$ cat config.mk
export PLATFORM = sky130hd
export DESIGN_NAME = conv_mac_array
export DESIGN_NICKNAME = d
export VERILOG_FILES = /design/src/rtl/conv_pkg.sv /design/src/rtl/conv_mac_array.sv
export VERILOG_INCLUDE_DIRS = /design/src /design/src/include
export SDC_FILE = /design/constraint.sdc
export NUM_CORES = 2
export LEC_CHECK = 0
export ABC_CLOCK_PERIOD_IN_PS = 11460
export BUFFER_PORTS_ARGS = -buffer_cell sky130_fd_sc_hd__buf_4
export CORE_MARGIN = 5
export CORE_UTILIZATION = 50
export CTS_CLUSTER_DIAMETER = 120
export DETAILED_ROUTE_END_ITERATION = 12
export PLACE_DENSITY = 0.78
export SETUP_SLACK_MARGIN = 0.05
export SLEW_MARGIN = 10
export SYNTH_ARGS = -nofsm -noshare
export SYNTH_HDL_FRONTEND = slang
export SYNTH_SLANG_ARGS = --single-unit
$ cat constraint.sdc
create_clock -name clk -period 11.46 [get_ports clk]
set_input_delay 0 -clock clk [delete_from_list [all_inputs] [get_ports clk]]
set_output_delay 0 -clock clk [all_outputs]
set_load 0.02 [all_outputs]
$ cat src/include/conv_defines.svh
`ifndef CONV_DEFINES_SVH
`define CONV_DEFINES_SVH

// engine geometry
`define CONV_LANES 8
`define CONV_TAPS 25
`define CONV_FILTERS 3

// datapath widths
`define CONV_PIX_W 8
`define CONV_WGT_W 8
`define CONV_ACC_W 20
`define CONV_OUT_LSB 8
`define CONV_OUT_W 12
`define CONV_TAP_W 5
`define CONV_LANE_W 3

// weight address map, word f * stride + t
`define CONV_ADDR_W 8
`define CONV_FILTER_STRIDE 32

`endif
$ cat src/rtl/conv_pkg.sv
`include "conv_defines.svh"

package conv_pkg;

        typedef enum logic {
                PASS_IDLE  = 1'b0,
                PASS_ACCUM = 1'b1
        } pass_state_e;

        // one unsigned pixel per lane
        typedef struct packed {
                logic [`CONV_LANES-1:0][`CONV_PIX_W-1:0] lane;
        } pixel_vec_t;

        // signed weights of the current tap, one per filter
        typedef struct packed {
                logic [`CONV_FILTERS-1:0][`CONV_WGT_W-1:0] wgt;
        } weight_set_t;

        typedef struct packed {
                logic accum;
                logic clear;
                logic last;
        } mac_ctrl_t;

        // signed accumulators, lane by filter
        typedef struct packed {
                logic [`CONV_LANES-1:0][`CONV_FILTERS-1:0][`CONV_ACC_W-1:0] acc;
        } sum_set_t;

        typedef struct packed {
                logic [`CONV_LANE_W-1:0] lane;
                logic [`CONV_FILTERS-1:0][`CONV_OUT_W-1:0] ch;
        } result_t;

        typedef struct packed {
                logic psel;
                logic penable;
                logic pwrite;
                logic [`CONV_ADDR_W-1:0] paddr;
                logic [31:0] pwdata;
        } apb_req_t;

        typedef struct packed {
                logic pready;
                logic pslverr;
                logic [31:0] prdata;
        } apb_rsp_t;

endpackage

$ cat src/rtl/conv_mac_array.sv
`timescale 1ns/1ps
`include "conv_defines.svh"

module conv_mac_array (
        input  logic                      clk,
        input  logic                      rst,
        input  conv_pkg::pixel_vec_t      pix,
        input  conv_pkg::weight_set_t     weights,
        input  conv_pkg::mac_ctrl_t       mac_ctrl,
        output conv_pkg::sum_set_t        sums,
        output logic                      sums_done
);

        logic [`CONV_ACC_W-1:0] prod [`CONV_LANES][`CONV_FILTERS];

        // pixel zero-extended, weight sign-extended, low bits of the product are exact
        for (genvar l = 0; l < `CONV_LANES; l++) begin : g_lane
                for (genvar f = 0; f < `CONV_FILTERS; f++) begin : g_filt
                        assign prod[l][f] =
                                {{(`CONV_ACC_W - `CONV_PIX_W){1'b0}}, pix.lane[l]} *
                                {{(`CONV_ACC_W - `CONV_WGT_W){weights.wgt[f][`CONV_WGT_W-1]}},
                                 weights.wgt[f]};
                end
        end

        always_ff @(posedge clk) begin
                if (mac_ctrl.accum) begin
                        for (int l = 0; l < `CONV_LANES; l++) begin
                                for (int f = 0; f < `CONV_FILTERS; f++) begin
                                        // first tap loads, the rest add
                                        if (mac_ctrl.clear) begin
                                                sums.acc[l][f] <= prod[l][f];
                                        end else begin
                                                sums.acc[l][f] <= sums.acc[l][f] + prod[l][f];
                                        end
                                end
                        end
                end
        end

        always_ff @(posedge clk) begin
                if (rst) begin
                        sums_done <= 1'b0;
                end else begin
                        sums_done <= mac_ctrl.accum && mac_ctrl.last;
                end
        end

endmodule

==> Yosys cells after proc, flatten, opt, wreduce, memory -nomap -nowiden <==
Index checks and enable logic that the tools add are counted.
{ "totals": {"regBits": 481, "input_bits": 93, "output_inout_bits": 481, "word_cells": 98} }
{ "op_classes": {"add_sub_neg": 24, "multipliers": 24, "muxes": 24, "reduce_logical": 1} }
{ "ops": {"columns": ["operator", "n"], "rows": [
  ["adder 20 bit", 24],
  ["two-way mux 20 bit", 24],
  ["multiplier 9 x 8 -> 17 bit", 24],
  ["logical AND 1 bit", 1]
]} }

==> Longest topological paths before layout <==
{ "logic_depth": {"depth_word": 3, "mapped_depth": 31, "ltp_nobuf": 29} }

==> Worst setup path after synthesis <==
No wires, ideal clock.
{ "synth_timing": {"path_kind": "input-to-reg", "start": "input weights[15] (netlist bit)", "end": "register sums[338] (netlist bit), data pin", "setup_time_ns": 0.260, "arrival_time_ns": 6.111, "required_time_ns": 11.200, "path_slack_ns": 5.088, "cell_stages": 27, "n_path_buf": 2, "cell_sequence": "inv_1 > clkbuf_1 > fa_1 > fa_1 > inv_1 > fa_1 > inv_1 > fa_1 > inv_1 > ha_1 > a21oi_1 > nor2b_1 > o21a_1 > o21ai_0 > nand2b_1 > a21oi_1 > xnor2_1 > ha_1 > clkbuf_1 > and3_1 > and3_1 > o311ai_2 > a41oi_1 > or4_1 > a31oi_2 > xnor2_1 > mux2_4"} }
{ "synth_between": {"elab_chain_cells": 3} }
{ "synth_lines": {"columns": ["item", "line", "text"], "rows": [
  ["start: declaration", "conv_mac_array.sv:8", "input conv_pkg::weight_set_t weights,"],
  ["multiplier 9 x 8 -> 17 bit (*)", "conv_mac_array.sv:20", "{{(`CONV_ACC_W - `CONV_PIX_W){1'b0}}, pix.lane[l]} *"],
  ["adder 20 bit", "conv_mac_array.sv:34", "sums.acc[l][f] <= sums.acc[l][f] + prod[l][f];"],
  ["two-way mux 20 bit (*)", "conv_mac_array.sv:31", "if (mac_ctrl.clear) begin"],
  ["end: declaration", "conv_mac_array.sv:10", "output conv_pkg::sum_set_t sums,"]
]} }
Every way passes the cells marked *; elsewhere a longest branch is shown, timed or not.
A chain may end at the register's enable or synchronous reset.

==> Final worst setup path <==
{ "layout_timing": {"start": "input weights[23] (netlist bit)", "end": "register sums[119] (netlist bit), data pin"} }
Same word-level chain as after synthesis.

==> flow_summary.toml <==
[global_route]
use_met1_pct = 30.9
grt_antenna_before_repair = 32
grt_use_met3_pct = 4.03
grt_use_total_pct = 25.4
grt_max_degree = 165
first_global_vias = 78400
top_usage_layer = "met2"
overflow = 0
grt_pass1_wl_um = 400000
use_met2_pct = 43.9

[synth]
syn_inst = 10300
avgSynthCellArea_um2 = 8.98
synth-seq-area-share_pct = 15.6
synthesis.area_um2 = 92500
synth_flop_cell = "edfxtp_1"
synth_seq_cells = 481
syn-num-nets = 12900
ys_warn_count = 0
synthArstFlopShare_pct = 0
synth_cell_type_count = 90
synth-edff-count = 480

[sta]
fin_crit_ns = 7.15
relSlewSlack_pct = 22.6
clock_skew_ns = 0.0302
min_period_over_period_pct = 62.4
report.final.slew_viol_count = 0
worst_slack_ns = 4.31
finalSetupViolCount = 0
rsz0062_at_grt = "false"
max_freq_mhz = 140
hold_viol_final = 0
tns_ns = 0
tightest_slew_ns = 1.16

[worst_setup_path]
end_kind = "flip-flop"
crit_buf_inv = 6
critical_path.most_common_cell = "fa_1"
max_stage_delay_ns = 0.59
worst-setup-path-type = "in2reg"
critPathArrivalTime_ns = 7.57
cp_max_fo = 33
critPathLaunchType = "primary input"
critPathTopFamily = "adder cells"
critPathSlowestCell = "clkinv_2"
required_ns = 11.88

[clock_network]
clock_sinks = 481
cts_max_level = 3
cts-root-buf = "clkbuf_16"
cts_resized = 0
clk_pin_slew_ns = 0.05
clk-insertion-delay-late_ns = 0.71
cts_tree = "built"
numCtsBuffers = 68
clockBufferDepth = 3

[floorplanning]
pin_count = 574
die_x_um = 440
num_rows = 157
core_um2 = 184000
start_util_pct = 50.4
die_y_um = 440
die_area_um2 = 194000

[power]
swShare_pct = 50.6
seqPwrFrac_pct = 13.0
p_switching_w = 0.0165
p_per_area_nw_per_um2 = 322
power_frac_clock_pct = 6.6
p_leak_nw = 50.0
combPwrFrac_pct = 80.3
ir_drop_uv = 311
p_int_w = 0.0161
power.total_w = 0.0326

[route]
post_drt_wl_per_cell_um = 18.9
viasPerCell = 5.69
wirelength_um = 249000
via_count = 74700
route.detailed.drc = 0
ant_nets = 0
drt_iter0_drc = 4727
drtPass1Iterations = 6

[layout]
final_cells = 13100
drive_gt1_share_pct = 8.34
fin_area_um2 = 101000
area_delta_synth_final_pct = 9.27
final_nets = 13200

[placed_design]
hpwlAfterDp_um = 185000
routabilityCongestion = 0.921
dp_cells = 13000
placed_area_um2 = 98800
portBuffers = 573
dp_worst_setup_slack_ns = 3.61

[outcome]
status = "finished, final reports clean"

[worst_hold_path]
min_path_type = "in2reg"

[flow_run]
maxCapViolCount = 0
==> what timing repair did <==
| item | in CTS | in global routing |
|---|---|---|
| buffers inserted | 0 | 0 |
| hold endpoints to repair | 100 | 0 |
| hold buffers | 12 | 0 |
==> cell type report <==
class	instances	area, um^2
clock inverters	38	332
multi-input cells	7947	71100
repair buffers	617	4730
fillers	16000	82600
diodes	24	60.1
flip-flops and latches	481	14400
inverters	1484	5580
well taps	2464	3080
clock buffers	83	1820
==> final timing paths <==
path / cells past startpoint / to / slack, ns / startpoint
max: 25 / sums[119] / 4.31 / weights[23]
min: 3 / sums[120] / 0.07 / pix[16]
max reg2reg: 11 / sums[438] / 7.94 / sums[420]
min reg2reg: 2 / sums[360] / 0.71 / sums[360]
==> cells in the final DEF, fill, tap and decap left out, types with 71 or more instances in the layout <==
cell type | Yosys | routed
nand2_1 | 776 | 776
xnor2_1 | 403 | 403
nor2_1 | 518 | 518
xor2_1 | 260 | 260
o21ai_0 | 394 | 394
and2_1 | 995 | 995
nor3_1 | 141 | 141
nand3_1 | 105 | 105
o21bai_1 | 102 | 102
buf_4 | 0 | 599
nand2b_1 | 127 | 127
mux2_2 | 123 | 123
ha_1 | 1560 | 1560
fa_1 | 912 | 912
o21a_1 | 83 | 83
inv_1 | 1482 | 1479
edfxtp_1 | 480 | 480
a21oi_1 | 567 | 567
a21o_1 | 203 | 203
clkbuf_16 | 0 | 71
==> worst min-delay path: stages <==
cell	delay [ns]
buf_4	0.30
and2_1	0.20
mux2_2	0.15
==> cell usage after synthesis, types with 102 or more instances <==
library cell	number	share of area [%]
xnor2_1	403	3.8
inv_1	1482	6.0
nand3_1	105	0.57
o21ai_0	394	2.1
clkbuf_1	375	1.5
o21bai_1	102	0.83
xor2_1	260	2.5
mux2_2	123	1.5
fa_1	912	20
a21o_1	203	1.6
a21oi_1	567	3.1
nor3_1	141	0.76
nand2_1	776	3.1
nand2b_1	127	0.86
edfxtp_1	480	16
and2_1	995	6.7
nor2_1	518	2.1
ha_1	1560	21
==> metal layers <==
layer	wire length [um]	vias to the layer above
met1	98800	36700
met4	11800	4
met2	120000	2589
met3	17600	587
met5	28	-
li1	-	34800
==> power by group through the flow <==
stage	sequential, W	clock (W)	combinational [W]
after floorplan	0.00481	0	0.0192
after global placement	0.00423	0	0.0246
after detailed placement	0.00424	0	0.0257
after CTS	0.00422	0.00220	0.0260
after global routing	0.00429	0.00227	0.0292
final	0.00424	0.00217	0.0262
==> flip-flops by register name, summed over array words and instances, names as in the netlist <==
signal,flops
sums,480
sums_done,1
==> cells by family (layout without fill, tap and decap cells) <==
| group | count (synthesis) | in the layout | synth area share, % |
|---|---|---|---|
| mux | 149 | 149 | 1.78 |
| fa+ha+maj | 2472 | 2472 | 40.8 |
| simple gates | 2918 | 2918 | 16.0 |
| other cells | 0 | 24 | 0 |
| compound gates | 1744 | 1744 | 11.9 |
| buf+inv | 1871 | 2222 | 7.59 |
| xor+xnor | 664 | 664 | 6.29 |
| flops | 481 | 481 | 15.6 |
==> metrics by stage <==
step	hold WS [ns]	util (%)
6_report	0.0676	55.1
5_1_grt	0.0515	55.0
4_1_cts	0.00146	55.0
3_5_place_dp	0.157	53.8
3_3_place_gp	0.155	53.8
2_1_floorplan	0.0715	-
(Power assumes the default switching activity.)
