===== config.mk =====
export PLATFORM = sky130hd
export DESIGN_NAME = conv_weight_regs
export DESIGN_NICKNAME = d
export VERILOG_FILES = /design/src/rtl/conv_pkg.sv /design/src/rtl/conv_weight_regs.sv
export VERILOG_INCLUDE_DIRS = /design/src /design/src/include
export SDC_FILE = /design/constraint.sdc
export NUM_CORES = 1
export LEC_CHECK = 0
export BUFFER_PORTS_ARGS = -buffer_cell sky130_fd_sc_hd__buf_4
export CAP_MARGIN = 15
export CORE_ASPECT_RATIO = 1.25
export CORE_MARGIN = 1.5
export CORE_UTILIZATION = 35
export DETAILED_ROUTE_END_ITERATION = 10
export MAX_ROUTING_LAYER = met4
export PLACE_DENSITY = 0.58
export SLEW_MARGIN = 20
export SYNTH_ARGS = -nofsm -noshare
export SYNTH_HDL_FRONTEND = slang
export SYNTH_SLANG_ARGS = --single-unit

===== constraint.sdc =====
create_clock -name clk -period 7.6 [get_ports clk]
set_input_delay 0.76 -clock clk [delete_from_list [all_inputs] [get_ports clk]]
set_output_delay 0.76 -clock clk [all_outputs]
set_load 0.02 [all_outputs]

===== src/include/conv_defines.svh =====
`ifndef CONV_DEFINES_SVH
`define CONV_DEFINES_SVH

// engine geometry
`define CONV_LANES 8
`define CONV_TAPS 25
`define CONV_FILTERS 3

// datapath widths
`define CONV_PIX_W 8
`define CONV_WGT_W 8
`define CONV_ACC_W 20
`define CONV_OUT_LSB 8
`define CONV_OUT_W 12
`define CONV_TAP_W 5
`define CONV_LANE_W 3

// weight address map, word f * stride + t
`define CONV_ADDR_W 8
`define CONV_FILTER_STRIDE 32

`endif

===== src/rtl/conv_pkg.sv =====
`include "conv_defines.svh"

package conv_pkg;

        typedef enum logic {
                PASS_IDLE  = 1'b0,
                PASS_ACCUM = 1'b1
        } pass_state_e;

        // one unsigned pixel per lane
        typedef struct packed {
                logic [`CONV_LANES-1:0][`CONV_PIX_W-1:0] lane;
        } pixel_vec_t;

        // signed weights of the current tap, one per filter
        typedef struct packed {
                logic [`CONV_FILTERS-1:0][`CONV_WGT_W-1:0] wgt;
        } weight_set_t;

        typedef struct packed {
                logic accum;
                logic clear;
                logic last;
        } mac_ctrl_t;

        // signed accumulators, lane by filter
        typedef struct packed {
                logic [`CONV_LANES-1:0][`CONV_FILTERS-1:0][`CONV_ACC_W-1:0] acc;
        } sum_set_t;

        typedef struct packed {
                logic [`CONV_LANE_W-1:0] lane;
                logic [`CONV_FILTERS-1:0][`CONV_OUT_W-1:0] ch;
        } result_t;

        typedef struct packed {
                logic psel;
                logic penable;
                logic pwrite;
                logic [`CONV_ADDR_W-1:0] paddr;
                logic [31:0] pwdata;
        } apb_req_t;

        typedef struct packed {
                logic pready;
                logic pslverr;
                logic [31:0] prdata;
        } apb_rsp_t;

endpackage


===== src/rtl/conv_weight_regs.sv =====
`timescale 1ns/1ps
`include "conv_defines.svh"

module conv_weight_regs (
        input  logic                      clk,
        input  logic                      rst,
        input  conv_pkg::apb_req_t        apb_req,
        output conv_pkg::apb_rsp_t        apb_rsp,
        input  logic [`CONV_TAP_W-1:0]    tap,
        output conv_pkg::weight_set_t     weights
);

        localparam int FILT_IW = $clog2(`CONV_FILTERS);
        localparam int DATA_W = $bits(apb_rsp.prdata);

        logic [`CONV_WGT_W-1:0] wgt_mem [`CONV_FILTERS][`CONV_TAPS];

        logic [`CONV_ADDR_W-1:0] filt_idx;
        logic [`CONV_ADDR_W-1:0] tap_idx;
        logic [`CONV_WGT_W-1:0]  rd_wgt;
        logic                    access;
        logic                    addr_ok;

        // split the word address into filter and tap
        assign filt_idx = `CONV_ADDR_W'(apb_req.paddr / `CONV_FILTER_STRIDE);
        assign tap_idx  = `CONV_ADDR_W'(apb_req.paddr % `CONV_FILTER_STRIDE);
        assign addr_ok  = (filt_idx < `CONV_FILTERS) && (tap_idx < `CONV_TAPS);

        // no wait states, the access cycle completes at once
        assign access = apb_req.psel && apb_req.penable;

        always_ff @(posedge clk) begin
                if (rst) begin
                        for (int f = 0; f < `CONV_FILTERS; f++) begin
                                for (int t = 0; t < `CONV_TAPS; t++) begin
                                        wgt_mem[f][t] <= '0;
                                end
                        end
                end else if (access && apb_req.pwrite && addr_ok) begin
                        wgt_mem[filt_idx[FILT_IW-1:0]][tap_idx[`CONV_TAP_W-1:0]] <=
                                apb_req.pwdata[`CONV_WGT_W-1:0];
                end
        end

        assign rd_wgt = wgt_mem[filt_idx[FILT_IW-1:0]][tap_idx[`CONV_TAP_W-1:0]];

        always_comb begin
                apb_rsp.pready  = access;
                apb_rsp.pslverr = access && !addr_ok;
                apb_rsp.prdata  = '0;
                if (access && !apb_req.pwrite && addr_ok) begin
                        // sign-extend to the bus width
                        apb_rsp.prdata = {{(DATA_W - `CONV_WGT_W){rd_wgt[`CONV_WGT_W-1]}},
                                          rd_wgt};
                end
        end

        // weights of the tap the controller is on
        always_comb begin
                for (int f = 0; f < `CONV_FILTERS; f++) begin
                        weights.wgt[f] = wgt_mem[f][tap];
                end
        end

endmodule


* Word level (Yosys, flattened, before mapping)
Memory sizes are Yosys's and may differ from the RTL's.
Cells that the tools add are included.
** Storage, ports and cells
- Bits in writable memories :: 600
- Output and inout bits :: 58
- Memories kept :: 1
- Logic and storage cells :: 42
- Bits in read-only memories :: 0
- Flip-flop bits (word level) :: 0
- Latch bits :: 0
- Bits of input ports :: 50
** Cells by class
- Equality and inequality tests :: 0
- Multipliers :: 0
- Order comparisons :: 5
- Div/mod/pow operators :: 0
- Muxes and demuxes :: 23
- Add/sub/neg operators :: 0
- Bitwise gates (word level) :: 2
- Reductions and logical operators :: 11
- Shift operators :: 0
** Memory list
- wgt_mem :: words 3, width 200, rd ports 4, clocked after memory_dff 0, wr ports 3, RTL line conv_weight_regs.sv:16 : logic [`CONV_WGT_W-1:0] wgt_mem [`CONV_FILTERS][`CONV_TAPS];
** Operator list (number)
- $mux 200 :: 3
- $reduce_or 200->1 :: 1
- $bmux 8 s5 :: 4
- $mux 8 :: 9
- $demux 8 s5 :: 1
- $mux 32 :: 1
- $ge 6x6->1 const B :: 2
- $not 5->6 :: 2
- $logic_and 1x1->1 :: 8
- $lt 6x1->1 const B :: 1
- $lt 5x5->1 const B :: 1
- $mux 1 :: 4
- $lt 3x2->1 const B :: 1
- $logic_not 1->1 :: 2
- $mux 2 :: 1

* Logic depth before layout (Yosys ltp)
- Depth in word-level cells :: 8
- Gate-level depth with buffers :: 11
- Mapped depth without buffers :: 6

* Least setup slack after synthesis
Ideal clock, no wire load.
- Path kind :: input -> output
- Start :: input apb_req[37] in the netlist's numbering
- End :: output apb_rsp[10] in the netlist's numbering
- Path buffers :: 5
- Arrival time :: 4.055 ns
- Data required time :: 6.840 ns
- Slack :: 2.785 ns
- Stages on the path :: 10
- Cells stage by stage :: buf_2 -> buf_2 -> buf_1 -> clkbuf_1 -> mux4_2 -> nand2_1 -> a32oi_1 -> nand3_1 -> a31oi_1 -> buf_4
** RTL lines
- start: declaration :: RTL line conv_weight_regs.sv:7 : input conv_pkg::apb_req_t apb_req,
- end: declaration :: RTL line conv_weight_regs.sv:8 : output conv_pkg::apb_rsp_t apb_rsp,

==> results.json <==
{
  "syn_area_mm2": 0.03862,
  "peakVddDrop_uv": 171.6,
  "finalInstanceArea_mm2": 0.04415,
  "antenna_found_initial": 6,
  "routed_wl_um": 143300,
  "power.total_mw": 10.39,
  "static-leakage-power_nw": 14.39,
  "hp-start": "apb_req[7]",
  "start_util_pct": 35.18,
  "reg_top3": "wgt_mem (800)",
  "cts_setup_buffers": 0,
  "yosysSeqAreaShare_pct": 62.21,
  "io_pins": 108,
  "placementRows": 136,
  "required_ns": 6.84,
  "finalHoldViolCount": 0,
  "status": "finished, final reports clean",
  "synth_top_area_share_pct": 62.21,
  "timing.final.crit_period_ns": 5.110,
  "ctsResizeCount": 0,
  "finalSetupViolCount": 0,
  "synth_seq_cells": 800,
  "crit_path_start": "apb_req[37]",
  "post-dp-hpwl_um": 96440,
  "num_vias": 25642,
  "final_nets": 2791,
  "clk_path_buf_depth": 3,
  "overflow": 0,
  "cts_buffers": 83,
  "critPathCaptureType": "output pin",
  "async_reset_ff_share_pct": 0,
  "pre_cts_slack_ns": 2.378,
  "cap_violations": 0,
  "place.gp.congestion": 0.9702,
  "largest_reg_flops": 800,
  "fmax_mhz": 195.7,
  "slew_headroom_pct": 17.07,
  "placed_cells": 4104,
  "grt_usage_pct": 26.08,
  "numClockSinks": 800,
  "critical_path.max_fanout": 92,
  "multi_input_area_mm2": 0.01426,
  "netlist_top_cells_area": "edfxtp_1 (62%), mux4_2 (18%), nor2_1 (4.3%)",
  "rsz0062_at_grt": "no",
  "regArea_mm2": 0.02402,
  "synth_ff_type": "edfxtp_1",
  "drt_iter0_drc": 3917,
  "synth_cell_types": 59,
  "fin_tns_setup_ns": 0,
  "ant_nets": 0,
  "clk_pin_slew_ns": 0.06,
  "place_area_mm2": 0.04151,
  "synth.most_common_cell": "edfxtp_1",
  "synth_cells": 2517,
  "vias_per_cell": 6.022,
  "critPathArrivalTime_ns": 4.35,
  "tightest_slew_ns": 1.231,
  "dr.pass1.iters": 5,
  "synth_top_area_cell": "edfxtp_1",
  "yosys_warnings": 0,
  "critPathKind": "in -> out",
  "finalCoreUtilization_pct": 40.23,
  "drive_gt1_share_pct": 22.66,
  "io_buffers": 83,
  "power.density_mw_per_mm2": 235.2,
  "synth_edf_count": 800,
  "die_h_um": 374.4,
  "cts_max_level": 3,
  "synth_common_cells": "edfxtp_1 (800), nor2_1 (442), mux4_2 (303), mux2i_1 (134), clkbuf_1 (120)",
  "grt_pass1_wl_um": 197900,
  "grt_pass1_vias": 25006,
  "die_area_mm2": 0.1124,
  "maxSlewViolCount": 0,
  "cts-root-buf": "clkbuf_16",
  "post-route-drc-count": 0,
  "coreArea_mm2": 0.1098,
  "start_kind": "input port",
  "syn_area_per_cell_um2": 15.34,
  "hold_ws_ns": 0.6917,
  "finalCritPeriodShare_pct": 67.23,
  "regMostFlops": "wgt_mem",
  "dieWidth_um": 300.1,
  "fin_ws_ns": 2.490,
  "min_path_type": "in -> reg",
  "post_drt_wl_per_cell_um": 33.66,
  "fillCellCount": 10163,
  "postCtsHoldBufs": 0,
  "cts_tree": "done",
  "finalNonFillerCells": 4258,
  "area_growth_pct": 14.34,
  "grt_max_degree": 93
}
[power by group]
group          switching (mW)  internal (mW)
Clock                    1.78           2.26
Combinational           0.708          0.430
Sequential              0.126           5.08
[cell families (layout without fill, tap and decap cells)]
kind of cell	after synthesis	in the layout	share of synthesized area, %
other	1	202	0.009711
DFF	800	800	62.21
buffers and inverters	247	338	2.968
and+or+nand+nor	741	741	8.382
AOI/OAI and AO/OA	282	282	5.025
muxes	446	446	21.41
[layer usage]
metal  vias to the layer above  global-route usage, %  wire length, um  part of all wire (%)
met4                         0                  14.22             9018                   6.3
met2                      1809                  39.57            66510                    46
met1                     13355                  32.68            52650                    37
met3                       349                  5.412            15150                    11
li1                      10129                      -                -                     -
met5                         -                      -                0                     0
[final cells by class]
| class | instances | area share, % |
|---|---|---|
| Sequential cell | 800 | 54.41 |
| Timing Repair Buffer | 177 | 3.160 |
| Antenna cell | 2 | 0.01133 |
| Multi-Input combinational cell | 1669 | 32.29 |
| Inverter | 10 | 0.08784 |
| Tap cell | 1449 | 4.106 |
| Clock buffer | 100 | 4.945 |
| Clock inverter | 51 | 0.9918 |
[cell usage in the layout (no fill, tap or decap), types with 4 or more instances in the layout]
cell type / n
clkinv_2: 15
clkbuf_16: 85
o22ai_1: 7
mux2i_1: 134
edfxtp_1: 800
nor4_1: 5
and2_1: 8
nor3_1: 16
a31oi_1: 14
a22o_1: 6
nand2_2: 8
a22oi_1: 32
nor2_1: 441
mux2_2: 9
o31ai_1: 27
nand3_1: 26
mux4_2: 303
o21bai_1: 21
or4_1: 5
a21oi_1: 39
clkbuf_1: 15
bufinv_16: 6
clkinv_1: 23
o21ai_0: 31
a31o_2: 4
inv_6: 5
nand2_1: 110
nand2b_1: 58
a32oi_1: 5
a211oi_1: 29
o21ai_1: 19
buf_4: 169
nor2b_1: 31
or3_1: 5
conb_1: 200
o221ai_1: 24
[path summary, 6_finish.rpt]
check | end | slack (ns) | depth (start not counted)
setup / recovery | apb_rsp[1] | 2.49 | 9
hold / removal | wgt_mem[1][31]$_SDFFCE_PN0P_ | 0.69 | 4
[worst max-delay path: stages]
cell and delay [ns]:
clkbuf_8 0.58, buf_12 0.38, and3b_1 0.68, a222oi_1 0.19, nor4b_1 0.24, o41ai_1 0.35
o41ai_1 0.17, a21oi_1 0.47, buf_4 0.25
(Power assumes the default switching activity.)
