[src/include/conv_defines.svh]
`ifndef CONV_DEFINES_SVH
`define CONV_DEFINES_SVH

// engine geometry
`define CONV_LANES 8
`define CONV_TAPS 25
`define CONV_FILTERS 3

// datapath widths
`define CONV_PIX_W 8
`define CONV_WGT_W 8
`define CONV_ACC_W 20
`define CONV_OUT_LSB 8
`define CONV_OUT_W 12
`define CONV_TAP_W 5
`define CONV_LANE_W 3

// weight address map, word f * stride + t
`define CONV_ADDR_W 8
`define CONV_FILTER_STRIDE 32

`endif
[src/rtl/conv_pkg.sv]
`include "conv_defines.svh"

package conv_pkg;

        typedef enum logic {
                PASS_IDLE  = 1'b0,
                PASS_ACCUM = 1'b1
        } pass_state_e;

        // one unsigned pixel per lane
        typedef struct packed {
                logic [`CONV_LANES-1:0][`CONV_PIX_W-1:0] lane;
        } pixel_vec_t;

        // signed weights of the current tap, one per filter
        typedef struct packed {
                logic [`CONV_FILTERS-1:0][`CONV_WGT_W-1:0] wgt;
        } weight_set_t;

        typedef struct packed {
                logic accum;
                logic clear;
                logic last;
        } mac_ctrl_t;

        // signed accumulators, lane by filter
        typedef struct packed {
                logic [`CONV_LANES-1:0][`CONV_FILTERS-1:0][`CONV_ACC_W-1:0] acc;
        } sum_set_t;

        typedef struct packed {
                logic [`CONV_LANE_W-1:0] lane;
                logic [`CONV_FILTERS-1:0][`CONV_OUT_W-1:0] ch;
        } result_t;

        typedef struct packed {
                logic psel;
                logic penable;
                logic pwrite;
                logic [`CONV_ADDR_W-1:0] paddr;
                logic [31:0] pwdata;
        } apb_req_t;

        typedef struct packed {
                logic pready;
                logic pslverr;
                logic [31:0] prdata;
        } apb_rsp_t;

endpackage

[src/rtl/conv_tap_ctrl.sv]
`timescale 1ns/1ps
`include "conv_defines.svh"

module conv_tap_ctrl (
        input  logic                      clk,
        input  logic                      rst,
        input  logic                      pix_valid,
        output logic [`CONV_TAP_W-1:0]    tap,
        output conv_pkg::mac_ctrl_t       mac_ctrl
);

        localparam logic [`CONV_TAP_W-1:0] LAST_TAP = `CONV_TAP_W'(`CONV_TAPS - 1);

        conv_pkg::pass_state_e state;
        logic [`CONV_TAP_W-1:0] tap_cnt;

        always_ff @(posedge clk) begin
                if (rst) begin
                        state   <= conv_pkg::PASS_IDLE;
                        tap_cnt <= '0;
                end else if (pix_valid) begin
                        if (tap_cnt == LAST_TAP) begin
                                // pass complete, next beat opens a new one
                                state   <= conv_pkg::PASS_IDLE;
                                tap_cnt <= '0;
                        end else begin
                                state   <= conv_pkg::PASS_ACCUM;
                                tap_cnt <= tap_cnt + 1'b1;
                        end
                end
        end

        assign tap = tap_cnt;

        // every valid beat is accepted
        assign mac_ctrl.accum = pix_valid;
        assign mac_ctrl.clear = (state == conv_pkg::PASS_IDLE);
        assign mac_ctrl.last  = (tap_cnt == LAST_TAP);

endmodule

[config.mk]
export PLATFORM = sky130hd
export DESIGN_NAME = conv_tap_ctrl
export DESIGN_NICKNAME = d
export VERILOG_FILES = /design/src/rtl/conv_pkg.sv /design/src/rtl/conv_tap_ctrl.sv
export VERILOG_INCLUDE_DIRS = /design/src /design/src/include
export SDC_FILE = /design/constraint.sdc
export NUM_CORES = 1
export LEC_CHECK = 0
export ABC_AREA = 1
export BUFFER_PORTS_ARGS = -buffer_cell sky130_fd_sc_hd__buf_4
export CORE_AREA = 2 2 39 41
export DETAILED_ROUTE_END_ITERATION = 10
export DIE_AREA = 0 0 41 43
export PLACE_DENSITY = 0.53
export REMOVE_ABC_BUFFERS = 1
export SYNTH_ARGS = -nofsm -noshare
export SYNTH_HDL_FRONTEND = slang
export SYNTH_SLANG_ARGS = --single-unit
[constraint.sdc]
create_clock -name clk -period 2.18 [get_ports clk]
set_input_delay 0.109 -clock clk [delete_from_list [all_inputs] [get_ports clk]]
set_output_delay 0.109 -clock clk [all_outputs]
set_load 0.02 [all_outputs]
# After elaboration in Yosys (flattened, before gate mapping)
# Index checks and enable logic that the tools add are counted.
# word_totals
mem_count	0
latch_bits	0
output_inout_bits	8
ramBits	0
elab_cells	7
regBits	6
mem_bits_ro	0
# classes
bitwise_logic	1
div	0
addsub	1
n_shift	0
n_reduce_logical	0
muxes	2
order_cmp	0
multipliers	0
eq_ne	1
# op_table
op	count
adder 5 x 1 -> 5 bit (second input constant)	1
== test 5 bit (second input constant)	1
2-to-1 mux 5 bit	1
2-to-1 mux 1 bit	1
NOT 1 bit	1

# Depth between registers and ports, before layout
# Gate-level depths: netlist of run 1.
# logic_depth
word_depth	2
mapped_depth	6
depth_no_buf	6

# Worst setup path before layout of run 1
# OpenSTA, ideal clock, no wires.
# synth_timing
path_kind	register to output
startpoint	reg tap_cnt[0] (netlist: tap[0])
endpoint	out mac_ctrl[0] in the netlist's numbering
t_arrival_ns	1.140
t_required_ns	2.071
path_buffers	0
stages_incl_launch_ff	5
setup_slack_ns	0.931
cell_sequence	dfxtp_1 > inv_1 > ha_1 > nand2_1 > nor3_1
# synth_lines
item	line_no	source
start, declared	conv_tap_ctrl.sv:15	logic [`CONV_TAP_W-1:0] tap_cnt;
start signal, assigned	conv_tap_ctrl.sv:28	tap_cnt <= tap_cnt + 1'b1;
end, declared	conv_tap_ctrl.sv:9	output conv_pkg::mac_ctrl_t mac_ctrl

==> run metrics, run 1 <==
status=complete, no violations; post-synthesis compound-gate area fraction=4.88%; fillers=164; DRC viols=0; number of core rows=14; DIE HEIGHT=43 µm; crit path max fanout=4; YS warnings=0; GR Overflow Total=0; Finished Layout Cells=73; Cell Pwr Density=619 nW/µm²; drt wl/cell=8.49 µm; RSZ-0062 raised after global routing=false; top-count cell post-synth=nand2_1; synth top area cells=dfxtp_1, nand2_1, nor2_1; Layout Area Growth over Synthesis=35.8%; synthesized-area fraction occupied by adder cells=8.13%; final worst setup slack=0.890 ns; Arr. time, crit path=1.18 ns; # resized after CTS=0; Clock Tree Buf Depth=2; Die ar.=1760 µm²; post-route clock period utilization=59.2%; first-pass GRT wire length=1040 µm; total CTS buffers=3; ant diodes=0; P_leak=0.198 nW; number of DRC markers in iteration 0=0; WP data required=2.07 ns; number of flops mapped to enable cells by yosys=0; Seq cells post-synth=6; WHS=0.127 ns; sequential element share of the synthesized area=39.0%; maximum clock frequency=775 MHz; Clk Latency, worst-skew pair=0.24 ns; largest family of logic cells by synthesized area=simple AND/OR/NAND/NOR gates; core area=1380 µm²; most area-hungry cell type in the Yosys netlist=dfxtp_1; actual slew at the worst max-slew pin=0.254 ns; Cells after Synth=45; Port-buffer cells=10; Hold Path Class=in -> reg; CP Class=reg -> out; DP Worst Slack=1.03 ns; vias in the first global route=258; slew margin rel.=83.0%; Fin. Hold Viols=0; via count=283; Final GP Congestion=0.724; Die W=41 µm; Top FF cell, synth=dfxtp_1; Hold-fix buffers, CTS=0; Synth top area share=39.0%; post-synthesis cell type count=15; startpoint types=register; Post-Synth XOR/XNOR Area=2.85%; Multi-input gate area=154 µm²; vias per cell=3.88; asr flop ratio synth=0%; clock sink total=6; Slew Viols, Final=0; total negative slack=0 ns; Peak VDD IR=382 µV; fraction of layout cells with a size suffix above 1=24.6%; Clk pin slew, worst setup/hold paths=0.04 ns; H-tree lvl count=1; Synth Area in Simple Gates=34.1%; post-layout min period=1.29 ns; max cap viols=0; post-CTS setup buffer count=0; multiplexer area fraction after synthesis=0%; Initial Util=22.2%; CTS tree=built; global-route usage over all layers=9.05%; drt total wl=620 µm; # nets final=64; crit end category=output pin; placed insts=70; syn avg cell area=6.84 µm²; Finish-stage setup viols=0; I/O pin count=11; Root Driver=clkbuf_4; Commonest cells post-synth=nand2_1, nor2_1, inv_1; initial antenna violation count=0; DRT antenna net count=0; skew final=0.000645 ns; Reg area=120 µm²; largest net degree at the start of global routing=9; DRT Pass-1 Iters=1; synthesized area=308 µm²
-- where the power goes --
part | total (mW) | internal (mW) | switching, mW | leakage [nW]
Sequential | 0.120 | 0.115 | 0.00511 | 0.0492
Clock | 0.101 | 0.0622 | 0.0392 | 0.0138
Combinational | 0.0369 | 0.0156 | 0.0213 | 0.135
Total | 0.259 | 0.193 | 0.0656 | 0.198
-- flip-flops by register name (all words and copies together) (netlist names) --
| name | cells |
|---|---|
| tap | 5 |
| state | 1 |
-- logic make-up (layout without fill, tap and decap cells) --
family | after synthesis | after routing
buffers and inverters | 8 | 20
AOI/OAI and AO/OA | 3 | 3
xor gates and xnor gates | 1 | 1
adders and majority gates | 2 | 2
and+or+nand+nor | 25 | 25
DFF | 6 | 6
-- worst max-delay path: stages (launching register included) --
cell,delay (ns)
dfxtp_1,0.33
inv_1,0.08
ha_1,0.14
nand2_1,0.06
nor3_1,0.15
buf_4,0.17
-- layer usage --
metal / GRT usage (%) / part of all wire (%) / routed length (µm) / vias to the layer above
met5: 0 / 0 / 0 / -
met3: 0 / 4.0 / 25 / 0
met4: 12.0 / 0 / 0 / 0
met1: 13.9 / 54 / 333 / 116
li1: - / - / - / 162
met2: 9.06 / 42 / 260 / 5
-- through the flow --
stage	power, mW	instance area [µm²]	util [%]
after floorplan	0.141	300	-
after global placement	0.160	395	28.6
after detailed placement	0.160	395	28.6
after CTS	0.268	418	30.2
after global routing	0.274	418	30.2
final	0.259	418	30.2
-- cell type report --
cell class	instances	area share, %
clock buffers	3	5.39
repair buffers	10	18.0
inverters	7	6.29
multi-input cells	31	36.8
flip-flops and latches	6	28.7
well taps	16	4.79
-- worst paths after layout --
path	end	from	cells past startpoint	slack (ns)
worst min-delay path	tap[1]	rst	4	0.13
worst max register to register	tap[4]	tap[0]	6	1.06
worst max-delay path	mac_ctrl[0]	tap[0]	5	0.89
worst min register to register	state	state	2	0.48
-- placed cells by master, fill, tap and decap left out, types with 2 or more instances in the layout --
cell type  instances
clkbuf_4           3
nor2_1             9
inv_1              7
ha_1               2
buf_4             10
dfxtp_1            6
nand2_1           11
(Power assumes the default switching activity.)
==> run 2: changes to the inputs <==
Settings changed: ABC_AREA 1 to 0, PLACE_DENSITY 0.53 to 0.54.
Clock period 2.18 ns to 1.1 ns, I/O delays scaled along.
==> run metrics, run 2 <==
global-route usage over all layers=8.34%; Die W=41 µm; Peak VDD IR=494 µV; Final GP Congestion=0.679; RSZ-0062 raised after global routing=true; number of core rows=14; Root Driver=clkbuf_4; drt total wl=548 µm; via count=248; crit path max fanout=2; core area=1380 µm²; post-route clock period utilization=113%; most common cell after layout, fill and taps aside=buf_4; slew margin rel.=86.4%; hold path start=pix_valid; H-tree lvl count=1; initial antenna violation count=0; violations in the final reports=setup timing; Reg area=123 µm²; skew final=0.00488 ns; number of DRC markers in iteration 0=0; most frequent cells in the layout=buf_4, nor2_2, dfxtp_1; P_leak=0.215 nW; Synth top area share=40.3%; vias in the first global route=237; post-layout instance area=470 µm²; I/O pin count=11; GR Overflow Total=0; first-pass GRT wire length=952 µm; maximum clock frequency=807 MHz; Hold Path Class=in -> reg; Cells after Synth=30; final worst setup slack=-0.139 ns; synthesized area=298 µm²; # nets final=55; DIE HEIGHT=43 µm; Layout Area Growth over Synthesis=58.0%; fraction of layout cells with a size suffix above 1=64.6%; vias per cell=3.88; Initial Util=21.5%; crit path launch=tap[1]; Clk pin slew, worst setup/hold paths=0.05 ns; ant diodes=0; syn avg cell area=9.93 µm²; DRT Pass-1 Iters=1; top-count cell post-synth=dfxtp_1; YS warnings=0; Multi-input gate area=156 µm²; Finish-stage setup viols=6; crit end category=output pin; post-synthesis cell type count=14; post-layout min period=1.24 ns; Seq cells post-synth=6; hpwl dp=444 µm; actual slew at the worst max-slew pin=0.203 ns; worst-case reg-to-reg path depth=6; CTS tree=built; total CTS buffers=3; number of flops mapped to enable cells by yosys=0; Fin. Hold Viols=0; Top FF cell, synth=dfxtp_1; Die ar.=1760 µm²; Slew Viols, Final=0; asr flop ratio synth=0%; Clk Latency, worst-skew pair=0.24 ns; fillers=144; hold depth=3; synth top area cells=dfxtp_1, nor2_2, xor2_1; Port-buffer cells=10; WHS=0.152 ns; Arr. time, crit path=1.18 ns; CP Class=reg -> out; Cell Area, Placed=418 µm²; DRC viols=0; total negative slack=-0.635 ns; WP data required=1.04 ns; startpoint types=register; Clock Tree Buf Depth=2; largest net degree at the start of global routing=9; max cap viols=0; max reg flops=5; reg-to-reg startpoint=tap[1]; status=finished, violations left; most area-hungry cell type in the Yosys netlist=dfxtp_1; Commonest cells post-synth=dfxtp_1, nor2_2, inv_1, xor2_1; sequential element share of the synthesized area=40.3%; Cell Pwr Density=1150 nW/µm²; drt wl/cell=8.56 µm; DRT antenna net count=0; clock sink total=6
run 2: changes by cell type after synthesis, moves of 2 or more:
| cell | delta |
|---|---|
| xor2_1 | +2 |
| nand2_1 | -10 |
| inv_1 | -4 |
| nor2_1 | -7 |
| nor2_2 | +5 |
run 2: cell type report:
cell class / count / share of cell area (%)
Timing Repair Buffer: 17 / 29.3
Tap cell: 16 / 4.26
Clock buffer: 3 / 4.79
Sequential cell: 6 / 26.1
Multi-Input combinational cell: 19 / 33.2
Inverter: 3 / 2.39
run 2: path summary, 6_finish.rpt:
path	endpoint	slack, ns
worst min register to register	state	0.49
worst min-delay path	state	0.15
worst max-delay path	mac_ctrl[0]	-0.14
worst max register to register	tap[2]	-0.11
run 2: cell families (layout without fill, tap and decap cells):
group	Yosys count	after routing	share of synthesized area, %
XOR/XNOR	4	4	11.8
flip-flops	6	6	40.3
adder cells (fa/ha/maj)	2	2	8.40
AO/OA/AOI/OAI	1	1	5.04
AND/OR/NAND/NOR	11	11	23.1
multiplexers	1	1	3.36
buffers and inverters	5	23	7.98
run 2: metal layers:
layer / GRT usage [%] / wire (µm)
met1: 12.3 / 256
met2: 9.38 / 252
met3: 1.57 / 23
met4: 8.00 / 16
met5: 0 / 0
run 2: critical path: stages, from the launching register on:
cell and delay, ns:
dfxtp_2 0.33, inv_2 0.03, ha_2 0.16, and4b_4 0.20, buf_6 0.11, buf_6 0.12
run 2: power breakdown:
part           leakage, nW  switching, mW  internal [mW]
Clock               0.0138         0.0743          0.123
Combinational        0.152         0.0542         0.0513
Sequential          0.0498        0.00626          0.230
run 2: repair_timing:
item,CTS,global route
gates resized for setup,6,1
buffers inserted,1,0
hold buffers,1,0
hold endpoints to repair,1,0
pin swaps,6,1
setup endpoints to repair,6,6
run 2: metrics by stage:
stage	total power [mW]	setup WS, ns	instances	util (%)
after global routing	0.587	-0.189	64	34.0
after floorplan	0.289	-0.270	28	-
after detailed placement	0.340	-0.0503	59	30.2
final	0.540	-0.139	64	34.0
after global placement	0.339	-0.0535	59	30.2
after CTS	0.549	-0.152	64	34.0
==> run 3: changes to the inputs <==
Settings changed: ABC_AREA 0 to 1, PLACE_DENSITY 0.54 to 0.55.
==> run metrics, run 3 (synthesis results as in run 1) <==
Slew Viols, Final=0; DRT Pass-1 Iters=4; drt total wl=701 µm; initial antenna violation count=0; global-route usage over all layers=9.43%; crit path max fanout=2; Arr. time, crit path=1.07 ns; largest net degree at the start of global routing=9; I/O pin count=11; Root Driver=clkbuf_4; H-tree lvl count=1; Die ar.=1760 µm²; status=finished, violations left; most frequent cells in the layout=buf_4, nand2_1, nor2_1; Cell Pwr Density=1110 nW/µm²; # nets final=69; CTS tree=built; Layout Area Growth over Synthesis=60.2%; hpwl dp=519 µm; slew margin rel.=82.1%; vias in the first global route=258; most common cell after layout, fill and taps aside=buf_4; number of core rows=14; Final GP Congestion=0.701; P_leak=0.224 nW; Initial Util=22.2%; CP Class=reg -> out; Peak VDD IR=506 µV; via count=331; DIE HEIGHT=43 µm; total CTS buffers=3; fraction of layout cells with a size suffix above 1=45.2%; post-layout min period=1.12 ns; Clk pin slew, worst setup/hold paths=0.05 ns; Clock Tree Buf Depth=2; first-pass GRT wire length=1010 µm; drt wl/cell=8.99 µm; DRC viols=0; Port-buffer cells=10; max cap viols=0; crit end category=output pin; max reg flops=5; actual slew at the worst max-slew pin=0.269 ns; clock sink total=6; skew final=0.00637 ns; WP data required=1.04 ns; DP Worst Slack=0.00586 ns; number of DRC markers in iteration 0=2; GR Overflow Total=0; maximum clock frequency=891 MHz; violations in the final reports=setup timing; final core utilization=35.6%; Finish-stage setup viols=1; ant diodes=0; post-route clock period utilization=102%; startpoint types=register; Hold Path Class=in -> reg; WHS=0.0698 ns; Fin. Hold Viols=0; core area=1380 µm²; vias per cell=4.24; DRT antenna net count=0; RSZ-0062 raised after global routing=true; Die W=41 µm; fillers=156; Clk Latency, worst-skew pair=0.25 ns; final worst setup slack=-0.0225 ns
-- run 3: cell count changes in the layout (fill, tap and decap cells not counted), moves of 2 or more --
cell	before	now
buf_6	2	0
nand2_1	1	9
inv_1	1	5
nor2_1	2	9
ha_4	0	2
nand2_2	0	3
xor2_1	3	1
nor2_2	5	0
-- run 3: worst paths after layout --
| path | from | endpoint | slack [ns] | cells after the start |
|---|---|---|---|---|
| worst min-delay path | rst | tap[1] | 0.07 | 4 |
| worst max register to register | tap[0] | tap[4] | 0.08 | 6 |
| worst min register to register | state | state | 0.47 | 2 |
| worst max-delay path | tap[0] | mac_ctrl[0] | -0.02 | 5 |
-- run 3: stage by stage --
step                cell area [µm²]  instances  power (mW)  TNS [ns]
floorplan                       300         44       0.279    -0.425
finish                          493         78       0.549   -0.0225
CTS                             458         78       0.551    -0.110
global placement                418         73       0.325         0
detailed placement              418         73       0.327         0
global route                    493         78       0.586   -0.0789
-- run 3: repair_timing --
| item | 4_1_cts | 5_1_grt |
|---|---|---|
| gates resized for setup | 4 | 7 |
| hold buffers | 0 | 0 |
| pin swaps | 1 | 2 |
| setup buffers | 2 | 0 |
| setup endpoints to repair | 1 | 6 |
-- run 3: layer usage --
metal  GRT usage (%)  wire, µm
met5               0         0
met4            6.00        12
met3            7.85        43
met2            11.3       329
met1            10.9       316
-- run 3: area by class of cell --
type                       count  area [µm²]  area share, %
clock buffer                   3        22.5           4.57
tap                           16        20.0           4.06
sequential                     6         123           24.9
inverter                       7        26.3           5.33
timing repair buffer          15         113           22.8
multi-input combinational     31         189           38.3
-- run 3: worst max-delay path: stages, from the launching register on --
cell,delay (ns)
dfxtp_2,0.32
inv_2,0.08
ha_4,0.13
nand2_2,0.05
nor3_2,0.10
buf_4,0.16
-- run 3: power breakdown --
| group | internal [mW] | switching (mW) | leakage, nW |
|---|---|---|---|
| combinational | 0.0518 | 0.0576 | 0.161 |
| clock | 0.123 | 0.0796 | 0.0138 |
| sequential | 0.230 | 0.00754 | 0.0498 |
